==> config.mk <==
export PLATFORM = sky130hd
export DESIGN_NAME = mm_result_writer
export DESIGN_NICKNAME = d
export VERILOG_FILES = /design/src/verilog/mm_pkg.sv /design/src/verilog/mm_result_writer.sv
export SDC_FILE = /design/constraint.sdc
export NUM_CORES = 1
export LEC_CHECK = 0
export BUFFER_PORTS_ARGS = -buffer_cell sky130_fd_sc_hd__buf_2
export CAP_MARGIN = 20
export CORE_ASPECT_RATIO = 1.4
export CORE_MARGIN = 5
export CORE_UTILIZATION = 45
export CTS_CLUSTER_DIAMETER = 100
export DETAILED_ROUTE_END_ITERATION = 8
export PLACE_DENSITY_LB_ADDON = 0.3
export SLEW_MARGIN = 20
export SYNTH_ARGS = -nofsm -noshare
export SYNTH_HDL_FRONTEND = slang
export SYNTH_SLANG_ARGS = --single-unit
==> constraint.sdc <==
create_clock -name clk -period 2.2 [get_ports clk]
set_input_delay 0.22 -clock clk [delete_from_list [all_inputs] [get_ports clk]]
set_output_delay 0.22 -clock clk [all_outputs]
set_load 0.01 [all_outputs]
==> src/verilog/mm_pkg.sv <==
package mm_pkg;

  // APB bus and configuration register widths
  localparam int REG_DATAWIDTH     = 32;
  localparam int REG_ADDRWIDTH     = 8;
  localparam int AWIDTH            = 16;
  localparam int ADDR_STRIDE_WIDTH = 16;

  ////////////////////////////////////////////////////////////
  // Register map
  ////////////////////////////////////////////////////////////
  // Start and clear-done on write, done and busy on read
  localparam logic [REG_ADDRWIDTH-1:0] REG_STDN_TPU_ADDR        = 8'h04;
  localparam logic [REG_ADDRWIDTH-1:0] REG_MATRIX_A_ADDR        = 8'h0e;
  localparam logic [REG_ADDRWIDTH-1:0] REG_MATRIX_B_ADDR        = 8'h12;
  localparam logic [REG_ADDRWIDTH-1:0] REG_MATRIX_C_ADDR        = 8'h16;
  localparam logic [REG_ADDRWIDTH-1:0] REG_MATRIX_A_STRIDE_ADDR = 8'h28;
  localparam logic [REG_ADDRWIDTH-1:0] REG_MATRIX_B_STRIDE_ADDR = 8'h32;
  localparam logic [REG_ADDRWIDTH-1:0] REG_MATRIX_C_STRIDE_ADDR = 8'h03;

  // Host port memory select codes
  localparam logic [7:0] SEL_A = 8'd0;
  localparam logic [7:0] SEL_B = 8'd1;
  localparam logic [7:0] SEL_C = 8'd2;

  typedef enum logic [1:0] {
    APB_IDLE,
    APB_W_ENABLE,
    APB_R_ENABLE
  } apb_state_t;

  typedef enum logic [1:0] {
    CTRL_IDLE,
    CTRL_RUN,
    CTRL_DONE
  } ctrl_state_t;

endpackage

==> src/verilog/mm_result_writer.sv <==
`timescale 1ns/1ps

module mm_result_writer #(
  parameter int MAT_MUL_SIZE = 4,
  parameter int DWIDTH       = 8,
  parameter int RAM_AWIDTH   = 8
) (
  input  logic                                 clk,
  input  logic                                 PRESETn,
  input  logic                                 out_valid,
  input  logic [$clog2(MAT_MUL_SIZE)-1:0]      out_row,
  input  logic [$clog2(MAT_MUL_SIZE)-1:0]      out_col,
  input  logic [DWIDTH-1:0]                    result,
  input  logic [mm_pkg::AWIDTH-1:0]            address_mat_c,
  input  logic [mm_pkg::ADDR_STRIDE_WIDTH-1:0] address_stride_c,
  output logic [RAM_AWIDTH-1:0]                c_addr,
  output logic [MAT_MUL_SIZE*DWIDTH-1:0]       c_wdata,
  output logic [MAT_MUL_SIZE-1:0]              c_we,
  output logic                                 run_done
);

  localparam int IW = $clog2(MAT_MUL_SIZE);
  localparam int AW = mm_pkg::AWIDTH;
  localparam int W  = MAT_MUL_SIZE * DWIDTH;
  localparam logic [IW-1:0] LAST = IW'(MAT_MUL_SIZE - 1);

  logic [W-1:0]  row_buf;
  logic [AW-1:0] c_full;
  logic          row_end;
  logic          final_row_q;

  assign row_end = out_valid && (out_col == LAST);
  assign c_full  = address_mat_c + AW'(out_row) * address_stride_c;

  // Last element goes straight into the write word
  always_ff @(posedge clk) begin
    if (out_valid) begin
      row_buf[out_col*DWIDTH +: DWIDTH] <= result;
    end
    if (row_end) begin
      c_wdata <= {result, row_buf[W-DWIDTH-1:0]};
      c_addr  <= c_full[RAM_AWIDTH-1:0];
    end
  end

  always_ff @(posedge clk) begin
    if (!PRESETn) begin
      c_we        <= '0;
      final_row_q <= 1'b0;
      run_done    <= 1'b0;
    end else begin
      c_we        <= {MAT_MUL_SIZE{row_end}};
      final_row_q <= row_end && (out_row == LAST);
      run_done    <= final_row_q;
    end
  end

  // Results of one row arrive back to back in column order
  a_col_order: assert property (@(posedge clk) disable iff (!PRESETn)
    out_valid && out_col != '0 |-> $past(out_valid) && out_col == $past(out_col) + 1'b1);

endmodule

==> results of run 1 <==
-- cells by family (layout without fill, tap and decap cells) --
group,Yosys count,after routing,synth area share
xor gates and xnor gates,7,7,0.02156
DFF,67,67,0.6969
AOI/OAI and AO/OA,8,8,0.01980
adders and majority gates,19,19,0.1021
buffers and inverters,27,121,0.04223
and+or+nand+nor,56,56,0.1175
-- critical path, cell delays in order --
cell     delay (ns)
buf_2          0.13
nand2_2        0.06
fa_1           0.44
inv_1          0.07
ha_2           0.17
inv_1          0.05
fa_2           0.39
nor2b_4        0.13
o31a_1         0.19
o22ai_2        0.08
xnor2_1        0.12
-- power groups by stage --
stage          sequential [mW]  combinational [mW]  clock (mW)
2_1_floorplan             1.51               0.189           0
5_1_grt                   1.47               0.352       0.903
3_3_place_gp              1.49               0.308           0
6_report                  1.47               0.311       0.820
4_1_cts                   1.47               0.319       0.842
3_5_place_dp              1.50               0.319           0
-- state kept, by name (all words and copies together) (netlist names) --
register     cells
c_addr           8
c_we             1
c_wdata         32
final_row_q      1
run_done         1
row_buf         24
-- cell type report --
cell class	count	area share
sequential	67	0.5641
multi-input combinational	90	0.2137
timing repair buffer	83	0.1275
clock buffer	10	0.03632
tap	72	0.02564
inverter	22	0.02350
clock inverter	6	0.009259
-- placed cells by master (no fill, tap or decap), drive strengths merged --
| cell | count |
|---|---|
| a21oi | 3 |
| and2 | 30 |
| and3 | 2 |
| buf | 83 |
| clkbuf | 10 |
| clkinv | 4 |
| clkinvlp | 2 |
| dfxtp | 3 |
| edfxtp | 64 |
| fa | 7 |
| ha | 12 |
| inv | 22 |
| nand2 | 16 |
| nor2 | 2 |
| nor2b | 2 |
| nor3b | 3 |
| o211ai | 1 |
| o21a | 1 |
| o21ai | 1 |
| o22ai | 1 |
| o31a | 1 |
| or2 | 1 |
| xnor2 | 7 |
-- per-stage QoR --
step                      std cells  hold WS (ns)  TNS, ns  total power, mW
after floorplan                 184        0.3189        0            1.697
after global placement          334        0.4006  -0.1121            1.802
after detailed placement        334        0.4045  -0.2552            1.815
after CTS                       350        0.1100        0            2.630
after global routing            350        0.1247        0            2.726
final                           350        0.1225        0            2.600
-- layer usage --
layer	track usage	vias to the layer above	part of all wire
li1	-	799	-
met1	0.1317	778	0.37
met2	0.2259	61	0.54
met3	0.02773	7	0.068
met4	0.08108	0	0.021
met5	0	-	0
-- worst min path at each step --
| stage | from | end | slack [ns] | depth (start not counted) |
|---|---|---|---|---|
| detailed placement | row_buf[19] | c_wdata[19] | 0.40 | 0 |
| CTS | PRESETn | run_done | 0.11 | 2 |
| global placement | row_buf[23] | c_wdata[23] | 0.40 | 0 |
| floorplan | result[0] | c_wdata[24] | 0.32 | 0 |
| finish | PRESETn | run_done | 0.12 | 2 |
| global route | PRESETn | run_done | 0.12 | 2 |
==> impl_summary.txt, run 1 <==
----------------------------------------------------
[Timing]
  Portion of the clock cycle consumed by the worst path in the final layout ... 0.8947
  Setup slack of the critical path after layout ... 0.2318 ns
  Total count of hold-check failures in the final report ... 0
  RSZ-0062 raised after global routing ... false
  Max frequency ... 508.1 MHz
  Clock tree skew after final layout ... 0.005419 ns
  Worst Tran Pin Value ... 0.4435 ns
  Final critical delay including setup and external delays ... 1.968 ns
  Worst slew margin relative to its limit ... 0.7030
  Max-slew violations ... 0
  Final Setup Violations ... 0

[Worst setup path]
  Worst setup startpoint ... out_row[1]
  Logic depth of the worst register-to-register path ... 0
  Largest fanout of any net on the critical path ... 5
  Endpoint of the most critical setup path ... c_addr[7]
  Reg2Reg Capture Point ... c_wdata[9]
  R2r setup slk ... 1.56 ns
  Startpoint type of the worst setup path ... input port
  Critical path data required time ... 2.28 ns
  Crit Path Category ... in -> reg
  Endpoint class of the critical path ... register
  Critical register-to-register path startpoint ... row_buf[9]
  CP Data Arrival Time ... 2.05 ns

[Global routing]
  Total overflow reported by the global router ... 0
  Vias in the first global route ... 1656
  Pin count of the biggest net entering global routing ... 21
  Wire length of the first global-routing pass ... 7.769 mm
  Number of antenna violations at the first check in global routing ... 0
  Overall global routing resource usage ... 0.1272

[Power]
  Leakage dissipation ... 1.392 nW
  PD cells ... 740.0 nW/µm²
  Maximum vdd ir drop ... 0.3232 mV
  Share of power burned in the clock network ... 0.315
  Fraction of power spent switching nets ... 0.2296
  Switching component of the power ... 597.0 µW
  Cell internal pwr ... 2.003 mW
  Relative contribution of sequential cells to total power ... 0.565
  Combinational power share ... 0.120

[Yosys]
  Library cell occupying the most area in the post-synthesis netlist ... edfxtp_1
  Sequential cell area fraction in the yosys report ... 0.6969
  Post-synth top area share ... 0.6758
  Yosys synthesis warning count ... 0
  Top flip-flop cell by instance count after synthesis ... edfxtp_1
  Net count of the mapped netlist ... 250
  Share of flip-flops with an asynchronous set or reset after synthesis ... 0
  Post-Syn Area ... 2844 µm²
  Number of synthesized flops with an enable pin ... 64
  Top post-synthesis cells by area ... edfxtp_1 68%, and2_1 6.6%, ha_1 5.3%
  Yosys cell types ... 25
  Synth Register Bits ... 67
  Library cell with the highest instance count after synthesis ... edfxtp_1
  Cells after Synth ... 184
  Most frequent cells after synthesis ... 64 x edfxtp_1, 30 x and2_1, 21 x inv_1, 15 x nand2_1, 12 x ha_1
  Per-instance average area after synthesis ... 15.46 µm²

[Worst hold path]
  Path category of the worst min-delay check ... in -> reg

[Routing]
  Final wirelength ... 4.839 mm
  Remaining antenna violation count after routing ... 0
  Detailed-route via count ... 1645
  Number of vias per cell ... 4.700
  Pre-antenna DRT Iters ... 4
  WL/cell ... 13.83 µm
  Initial DRC count ... 111
  DR DRC count ... 0

[Clock network]
  Root Buffer Master ... clkbuf_8
  Number of gates resized after CTS ... 0
  Clock transition at the registers of the reported paths ... 0.07 ns
  Total setup buffers inserted after CTS ... 0
  Number of H-tree branching levels ... 3
  TritonCTS clock tree ... built
  Number of clock sinks seen by CTS ... 67
  CTS buffer count ... 9
  Clock buffer depth ... 2
  Latest clock arrival within the worst-skew pair ... 0.33 ns
  Hold-fix buffers, CTS ... 0

[Floorplanning]
  # IOs ... 92
  Chip Width ... 77.19 µm
  DIE AREA ... 8033 µm²
  Chip height ... 104.1 µm
  Core ar. ... 6168 µm²
  # rows ... 34
  Effective utilization at floorplan ... 0.4611

[Layout]
  Nets ... 339
  Final antenna diode count ... 0
  Summed area of non-filler cells in the final layout ... 3513 µm²
  Fill cells ... 497
  Share of final-layout standard cells stronger than drive strength 1 ... 0.3885
  Area occupied by multi-input gates ... 750.7 µm²
  Fin util ... 0.5696
  Register cell area after layout ... 1982 µm²
  Syn-to-layout area delta ... 23.54%

[Place]
  Post-detailed-placement cell area ... 3353 µm²
  Total half-perimeter wirelength after legalization and detailed placement ... 3.731 mm
  Final estimated routing congestion in global placement ... 0.7294
  Count of buffers from port buffering ... 75
  Worst slack after detailed placement ... -0.1355 ns

[Job]
  Number of maximum-capacitance violations ... 0

[Run status]
  Result of the run ... complete, no violations

----------------------------------------------------
(Power assumes the default switching activity.)
==> inputs of run 2 (changes only) <==
--- a/config.mk
+++ b/config.mk
@@ -13,6 +13,7 @@
 export CTS_CLUSTER_DIAMETER = 100
 export DETAILED_ROUTE_END_ITERATION = 8
 export PLACE_DENSITY_LB_ADDON = 0.3
+export RECOVER_POWER = 50
 export SLEW_MARGIN = 20
 export SYNTH_ARGS = -nofsm -noshare
 export SYNTH_HDL_FRONTEND = slang
==> impl_summary.txt, run 2 (same netlist as run 1, synthesis figures left out) <==
----------------------------------------------------
[Run status]
  Result of the run ... complete, no violations

[Layout]
  Most common cell after layout, fill and taps aside ... edfxtp_1
  Nets ... 339 (unchanged)
  Share of final-layout standard cells stronger than drive strength 1 ... 0.2770 (-0.1115)
  Largest register by flop count ... c_wdata
  Final Instance Count excl. Fillers ... 350 (unchanged)
  Summed area of non-filler cells in the final layout ... 3476 µm² (-1.1%)
  Max FFs per register ... 32 (unchanged)
  Fill cells ... 514 (+3.4%)
  Area occupied by multi-input gates ... 749.5 µm² (-0.17%)
  Final antenna diode count ... 0 (unchanged)
  Biggest registers after layout ... c_wdata x32, row_buf x24, c_addr x8
  Register cell area after layout ... 1982 µm² (unchanged)
  Most frequent cells in the layout ... 64 x edfxtp_1, 46 x buf_2, 30 x clkbuf_1
  Syn-to-layout area delta ... 22.22%
  Fin util ... 0.5635 (-0.006085)

[Power]
  Fraction of power spent switching nets ... 0.2297 (about the same)
  Combinational power share ... 0.118 (-0.002)
  Switching component of the power ... 595.6 µW (-0.24%)
  PD cells ... 745.8 nW/µm² (+0.80%)
  Share of power burned in the clock network ... 0.316 (about the same)
  Leakage dissipation ... 1.315 nW (-5.5%)
  Cell internal pwr ... 1.997 mW (-0.29%)
  Maximum vdd ir drop ... 0.3227 mV (-0.17%)
  Final total power ... 2.592 mW (-0.28%)
  Relative contribution of sequential cells to total power ... 0.567 (+0.002)

[Place]
  Number of placed cells counting well taps ... 334 (unchanged)
  Post-detailed-placement cell area ... 3353 µm² (unchanged)
  Final estimated routing congestion in global placement ... 0.7294 (unchanged)
  Worst slack after detailed placement ... -0.1355 ns (unchanged)
  Count of buffers from port buffering ... 75 (unchanged)
  Total half-perimeter wirelength after legalization and detailed placement ... 3.731 mm (unchanged)

[Global routing]
  Number of antenna violations at the first check in global routing ... 0 (unchanged)
  Global-route met2 utilization ... 0.2259 (unchanged)
  Fraction of met3 tracks used by global routing ... 0.02773 (unchanged)
  Total overflow reported by the global router ... 0 (unchanged)
  Vias in the first global route ... 1656 (unchanged)
  Pin count of the biggest net entering global routing ... 21 (unchanged)
  Wire length of the first global-routing pass ... 7.769 mm (unchanged)
  Most Crowded Layer GR ... met2
  Met1 track utilization from global routing ... 0.1317 (unchanged)
  Overall global routing resource usage ... 0.1272 (unchanged)

[Clock network]
  Number of clock sinks seen by CTS ... 67 (unchanged)
  TritonCTS clock tree ... built
  CTS buffer count ... 9 (unchanged)
  Root Buffer Master ... clkbuf_8
  Latest clock arrival within the worst-skew pair ... 0.32 ns (about the same)
  Number of H-tree branching levels ... 3 (unchanged)
  Total setup buffers inserted after CTS ... 0 (unchanged)
  Number of gates resized after CTS ... 0 (unchanged)
  Clock buffer depth ... 2 (unchanged)
  Clock transition at the registers of the reported paths ... 0.07 ns (about the same)
  Hold-fix buffers, CTS ... 0 (unchanged)

[Worst setup path]
  Critical path data required time ... 2.28 ns (about the same)
  Startpoint type of the worst setup path ... input port
  CP Data Arrival Time ... 2.07 ns (+0.02 ns)
  Crit path largest cell delay ... 0.43 ns (about the same)
  Most used cell, CP ... inv_1
  Endpoint class of the critical path ... register
  Crit Path Category ... in -> reg
  Kind of cell with the highest combined delay on the critical path ... adder cells
  WP buf/inv ... 3 (unchanged)
  Largest fanout of any net on the critical path ... 4 (-1)
  Cell Chain, Critical Path ... clkbuf_1, nand2_1, fa_1, inv_1, ha_2, inv_1, fa_2, nor2b_4, o31a_1, o22ai_2, xnor2_1
  Master of the slowest instance on the critical path ... fa_1

[Floorplanning]
  DIE AREA ... 8033 µm² (unchanged)
  Effective utilization at floorplan ... 0.4611 (unchanged)
  Core ar. ... 6168 µm² (unchanged)
  # IOs ... 92 (unchanged)
  Chip height ... 104.1 µm (unchanged)
  Chip Width ... 77.19 µm (unchanged)
  # rows ... 34 (unchanged)

[Timing]
  TNS Setup ... 0 ns (unchanged)
  Worst slew margin relative to its limit ... 0.4147 (-0.2883)
  Worst hold margin ... 0.1225 ns (+0.00003500 ns)
  RSZ-0062 raised after global routing ... false
  Final critical delay including setup and external delays ... 1.989 ns (+0.02125 ns)
  Portion of the clock cycle consumed by the worst path in the final layout ... 0.9043 (+0.009658)
  Worst Tran Pin Value ... 0.8774 ns (+0.4339 ns)
  Total count of hold-check failures in the final report ... 0 (unchanged)
  Final Setup Violations ... 0 (unchanged)
  Clock tree skew after final layout ... 0.005193 ns (-0.0002255 ns)
  Max-slew violations ... 0 (unchanged)
  Max frequency ... 502.6 MHz (-1.1%)
  Setup slack of the critical path after layout ... 0.2105 ns (-0.02125 ns)

[Routing]
  Number of vias per cell ... 4.700 (unchanged)
  Initial DRC count ... 111 (unchanged)
  Pre-antenna DRT Iters ... 4 (unchanged)
  Final wirelength ... 4.849 mm (+0.21%)
  DR DRC count ... 0 (unchanged)
  Detailed-route via count ... 1645 (unchanged)
  Remaining antenna violation count after routing ... 0 (unchanged)
  WL/cell ... 13.85 µm (+0.21%)

[Job]
  Number of maximum-capacitance violations ... 0 (unchanged)

[Worst hold path]
  Path category of the worst min-delay check ... in -> reg

----------------------------------------------------
run 2: changes by cell type in the layout (fill, tap and decap cells not counted), sizes merged:
cell,before,now
clkbuf,10,39
buf,83,54
run 2: final timing paths:
| check | cells past startpoint | to | startpoint | slack (ns) |
|---|---|---|---|---|
| max | 11 | c_addr[7] | out_row[0] | 0.21 |
| min reg2reg | 0 | c_wdata[19] | row_buf[19] | 0.42 |
| max reg2reg | 0 | c_wdata[9] | row_buf[9] | 1.56 |
| min | 2 | run_done | PRESETn | 0.12 |
run 2: routing by layer:
layer | part of all wire | wire length, µm
met1 | 0.37 | 1788
met2 | 0.54 | 2623
met3 | 0.069 | 334
met4 | 0.021 | 102
met5 | 0 | 0
run 2: final cells by class:
class,count,area share
flip-flops and latches,67,0.5702
repair buffers,83,0.1184
clock inverters,6,0.009359
inverters,22,0.02376
multi-input cells,90,0.2156
well taps,72,0.02592
clock buffers,10,0.03672
run 2: power by group through the flow:
stage	registers, mW	clock network, mW	logic, mW
CTS	1.47	0.842	0.319
detailed placement	1.50	0	0.319
finish	1.47	0.818	0.305
global placement	1.49	0	0.308
floorplan	1.51	0	0.189
global route	1.47	0.903	0.346
==> inputs of run 3 (changes only) <==
==> constraint.sdc (replaced) <==
create_clock -name clk -period 2.2 [get_ports clk]
set_input_delay 0.22 -clock clk [delete_from_list [all_inputs] [get_ports clk]]
set_output_delay 0.22 -clock clk [all_outputs]
set_load 0.1 [all_outputs]
==> impl_summary.txt, run 3 (same netlist as run 1, synthesis figures left out) <==
----------------------------------------------------
[Run status]
  Result of the run ... complete, no violations

[Layout]
  Max FFs per register ... 32 (unchanged)
  Final antenna diode count ... 0 (unchanged)
  Biggest registers after layout ... c_wdata x32, row_buf x24, c_addr x8
  Share of final-layout standard cells stronger than drive strength 1 ... 0.3453 (+0.06835)
  Nets ... 339 (unchanged)
  Syn-to-layout area delta ... 22.53%
  Largest register by flop count ... c_wdata
  Summed area of non-filler cells in the final layout ... 3485 µm² (+0.25%)
  Most common cell after layout, fill and taps aside ... buf_2
  Most frequent cells in the layout ... 65 x buf_2, 64 x edfxtp_1, 26 x and2_1

[Global routing]
  Vias in the first global route ... 1656 (unchanged)
  Overall global routing resource usage ... 0.1272 (unchanged)
  Number of antenna violations at the first check in global routing ... 0 (unchanged)
  Total overflow reported by the global router ... 0 (unchanged)
  Wire length of the first global-routing pass ... 7.769 mm (unchanged)
  Pin count of the biggest net entering global routing ... 21 (unchanged)

[Place]
  Total half-perimeter wirelength after legalization and detailed placement ... 3.731 mm (unchanged)
  Count of buffers from port buffering ... 75 (unchanged)
  Post-detailed-placement cell area ... 3353 µm² (unchanged)
  Final estimated routing congestion in global placement ... 0.7294 (unchanged)

[Job]
  Number of maximum-capacitance violations ... 0 (unchanged)

[Timing]
  Clock tree skew after final layout ... 0.005193 ns (unchanged)
  TNS Setup ... 0 ns (unchanged)
  Final critical delay including setup and external delays ... 1.989 ns (-0.0002190 ns)
  Portion of the clock cycle consumed by the worst path in the final layout ... 0.9042 (about the same)
  Worst Tran Pin Value ... 0.7762 ns (-0.1012 ns)
  Max-slew violations ... 0 (unchanged)
  Max frequency ... 502.7 MHz (about the same)
  Total count of hold-check failures in the final report ... 0 (unchanged)
  RSZ-0062 raised after global routing ... false
  Final Setup Violations ... 0 (unchanged)
  Worst slew margin relative to its limit ... 0.4822 (+0.06748)

[Worst setup path]
  Critical register-to-register path startpoint ... row_buf[9]
  Endpoint class of the critical path ... register
  Endpoint of the most critical setup path ... c_addr[7]
  Cell Chain, Critical Path ... clkbuf_1, nand2_1, fa_1, inv_1, ha_2, inv_1, fa_2, nor2b_4, o31a_1, o22ai_2, xnor2_1
  Master of the slowest instance on the critical path ... fa_1
  Startpoint type of the worst setup path ... input port
  Reg2Reg Capture Point ... c_wdata[9]
  Critical path data required time ... 2.28 ns (about the same)
  Worst setup startpoint ... out_row[0]
  CP Data Arrival Time ... 2.07 ns (about the same)
  Most used cell, CP ... inv_1
  R2r setup slk ... 1.56 ns (about the same)
  Logic depth of the worst register-to-register path ... 0 (unchanged)
  Largest fanout of any net on the critical path ... 4 (unchanged)
  Crit path largest cell delay ... 0.43 ns (about the same)
  Crit Path Category ... in -> reg

[Power]
  Maximum vdd ir drop ... 0.3243 mV (+0.51%)
  Leakage dissipation ... 1.357 nW (+3.2%)
  PD cells ... 792.8 nW/µm² (+6.3%)

[Routing]
  Number of vias per cell ... 4.694 (-0.12%)
  Pre-antenna DRT Iters ... 4 (unchanged)
  Initial DRC count ... 106 (-4.5%)
  Remaining antenna violation count after routing ... 0 (unchanged)
  Final wirelength ... 4.824 mm (-0.52%)
  DR DRC count ... 0 (unchanged)
  Detailed-route via count ... 1643 (-0.12%)
  WL/cell ... 13.78 µm (-0.52%)

[Floorplanning]
  Chip Width ... 77.19 µm (unchanged)
  # IOs ... 92 (unchanged)
  Core ar. ... 6168 µm² (unchanged)
  DIE AREA ... 8033 µm² (unchanged)
  Chip height ... 104.1 µm (unchanged)
  Effective utilization at floorplan ... 0.4611 (unchanged)
  # rows ... 34 (unchanged)

[Clock network]
  Number of H-tree branching levels ... 3 (unchanged)
  Number of clock sinks seen by CTS ... 67 (unchanged)
  Clock buffer depth ... 2 (unchanged)
  Clock transition at the registers of the reported paths ... 0.07 ns (about the same)
  Root Buffer Master ... clkbuf_8
  Hold-fix buffers, CTS ... 0 (unchanged)
  Latest clock arrival within the worst-skew pair ... 0.32 ns (about the same)
  CTS buffer count ... 9 (unchanged)
  Number of gates resized after CTS ... 0 (unchanged)
  TritonCTS clock tree ... built
  Total setup buffers inserted after CTS ... 0 (unchanged)

[Worst hold path]
  Path category of the worst min-delay check ... in -> reg
  Worst Hold Depth ... 2 (unchanged)

----------------------------------------------------
==> run 3: cell types whose count changed in the layout (fill, tap and decap cells not counted), sizes merged <==
cell and delta:
clkbuf -18, buf +18
==> run 3: worst min path at each step <==
stage / from / endpoint
finish: PRESETn / run_done
floorplan: result[0] / c_wdata[24]
global placement: row_buf[23] / c_wdata[23]
CTS: PRESETn / run_done
global route: PRESETn / run_done
detailed placement: row_buf[19] / c_wdata[19]
==> run 3: power breakdown <==
group / internal [mW] / total [mW] / switching (mW)
clock network: 0.396 / 0.818 / 0.422
registers: 1.46 / 1.47 / 0.0108
logic: 0.143 / 0.475 / 0.332
total: 2.00 / 2.76 / 0.765
==> run 3: metrics by stage <==
| stage | hold WS [ns] | util | cells | power (mW) | setup WS (ns) |
|---|---|---|---|---|---|
| after floorplan | 0.3189 | - | 184 | 1.868 | 0.01049 |
| after global placement | 0.4006 | 0.5436 | 334 | 1.972 | -0.07561 |
| after detailed placement | 0.4045 | 0.5436 | 334 | 1.985 | -0.1355 |
| after CTS | 0.1100 | 0.5696 | 350 | 2.800 | 0.2283 |
| after global routing | 0.1247 | 0.5649 | 350 | 2.891 | 0.09706 |
| final | 0.1225 | 0.5649 | 350 | 2.763 | 0.2107 |
==> run 3: layout make-up <==
class / instances / area, µm²
fill: 505 / 2684
sequential: 67 / 1982
multi-input combinational: 90 / 749.5
timing repair buffer: 83 / 420.4
clock buffer: 10 / 127.6
tap: 72 / 90.09
inverter: 22 / 82.58
clock inverter: 6 / 32.53
==> run 3: per-layer routing <==
| layer | vias to the layer above | track usage | part of all wire |
|---|---|---|---|
| met5 | - | 0 | 0 |
| met3 | 7 | 0.02773 | 0.068 |
| li1 | 800 | - | - |
| met4 | 0 | 0.08108 | 0.021 |
| met1 | 775 | 0.1317 | 0.37 |
| met2 | 61 | 0.2259 | 0.54 |
==> run 3: critical path, delay by kind of cell <==
kind	cells	cell delay, ns
AO/OA/AOI/OAI	2	0.27
XOR/XNOR	1	0.12
adder cells (fa/ha/maj)	3	0.99
buffers and inverters	3	0.26
AND/OR/NAND/NOR	2	0.22
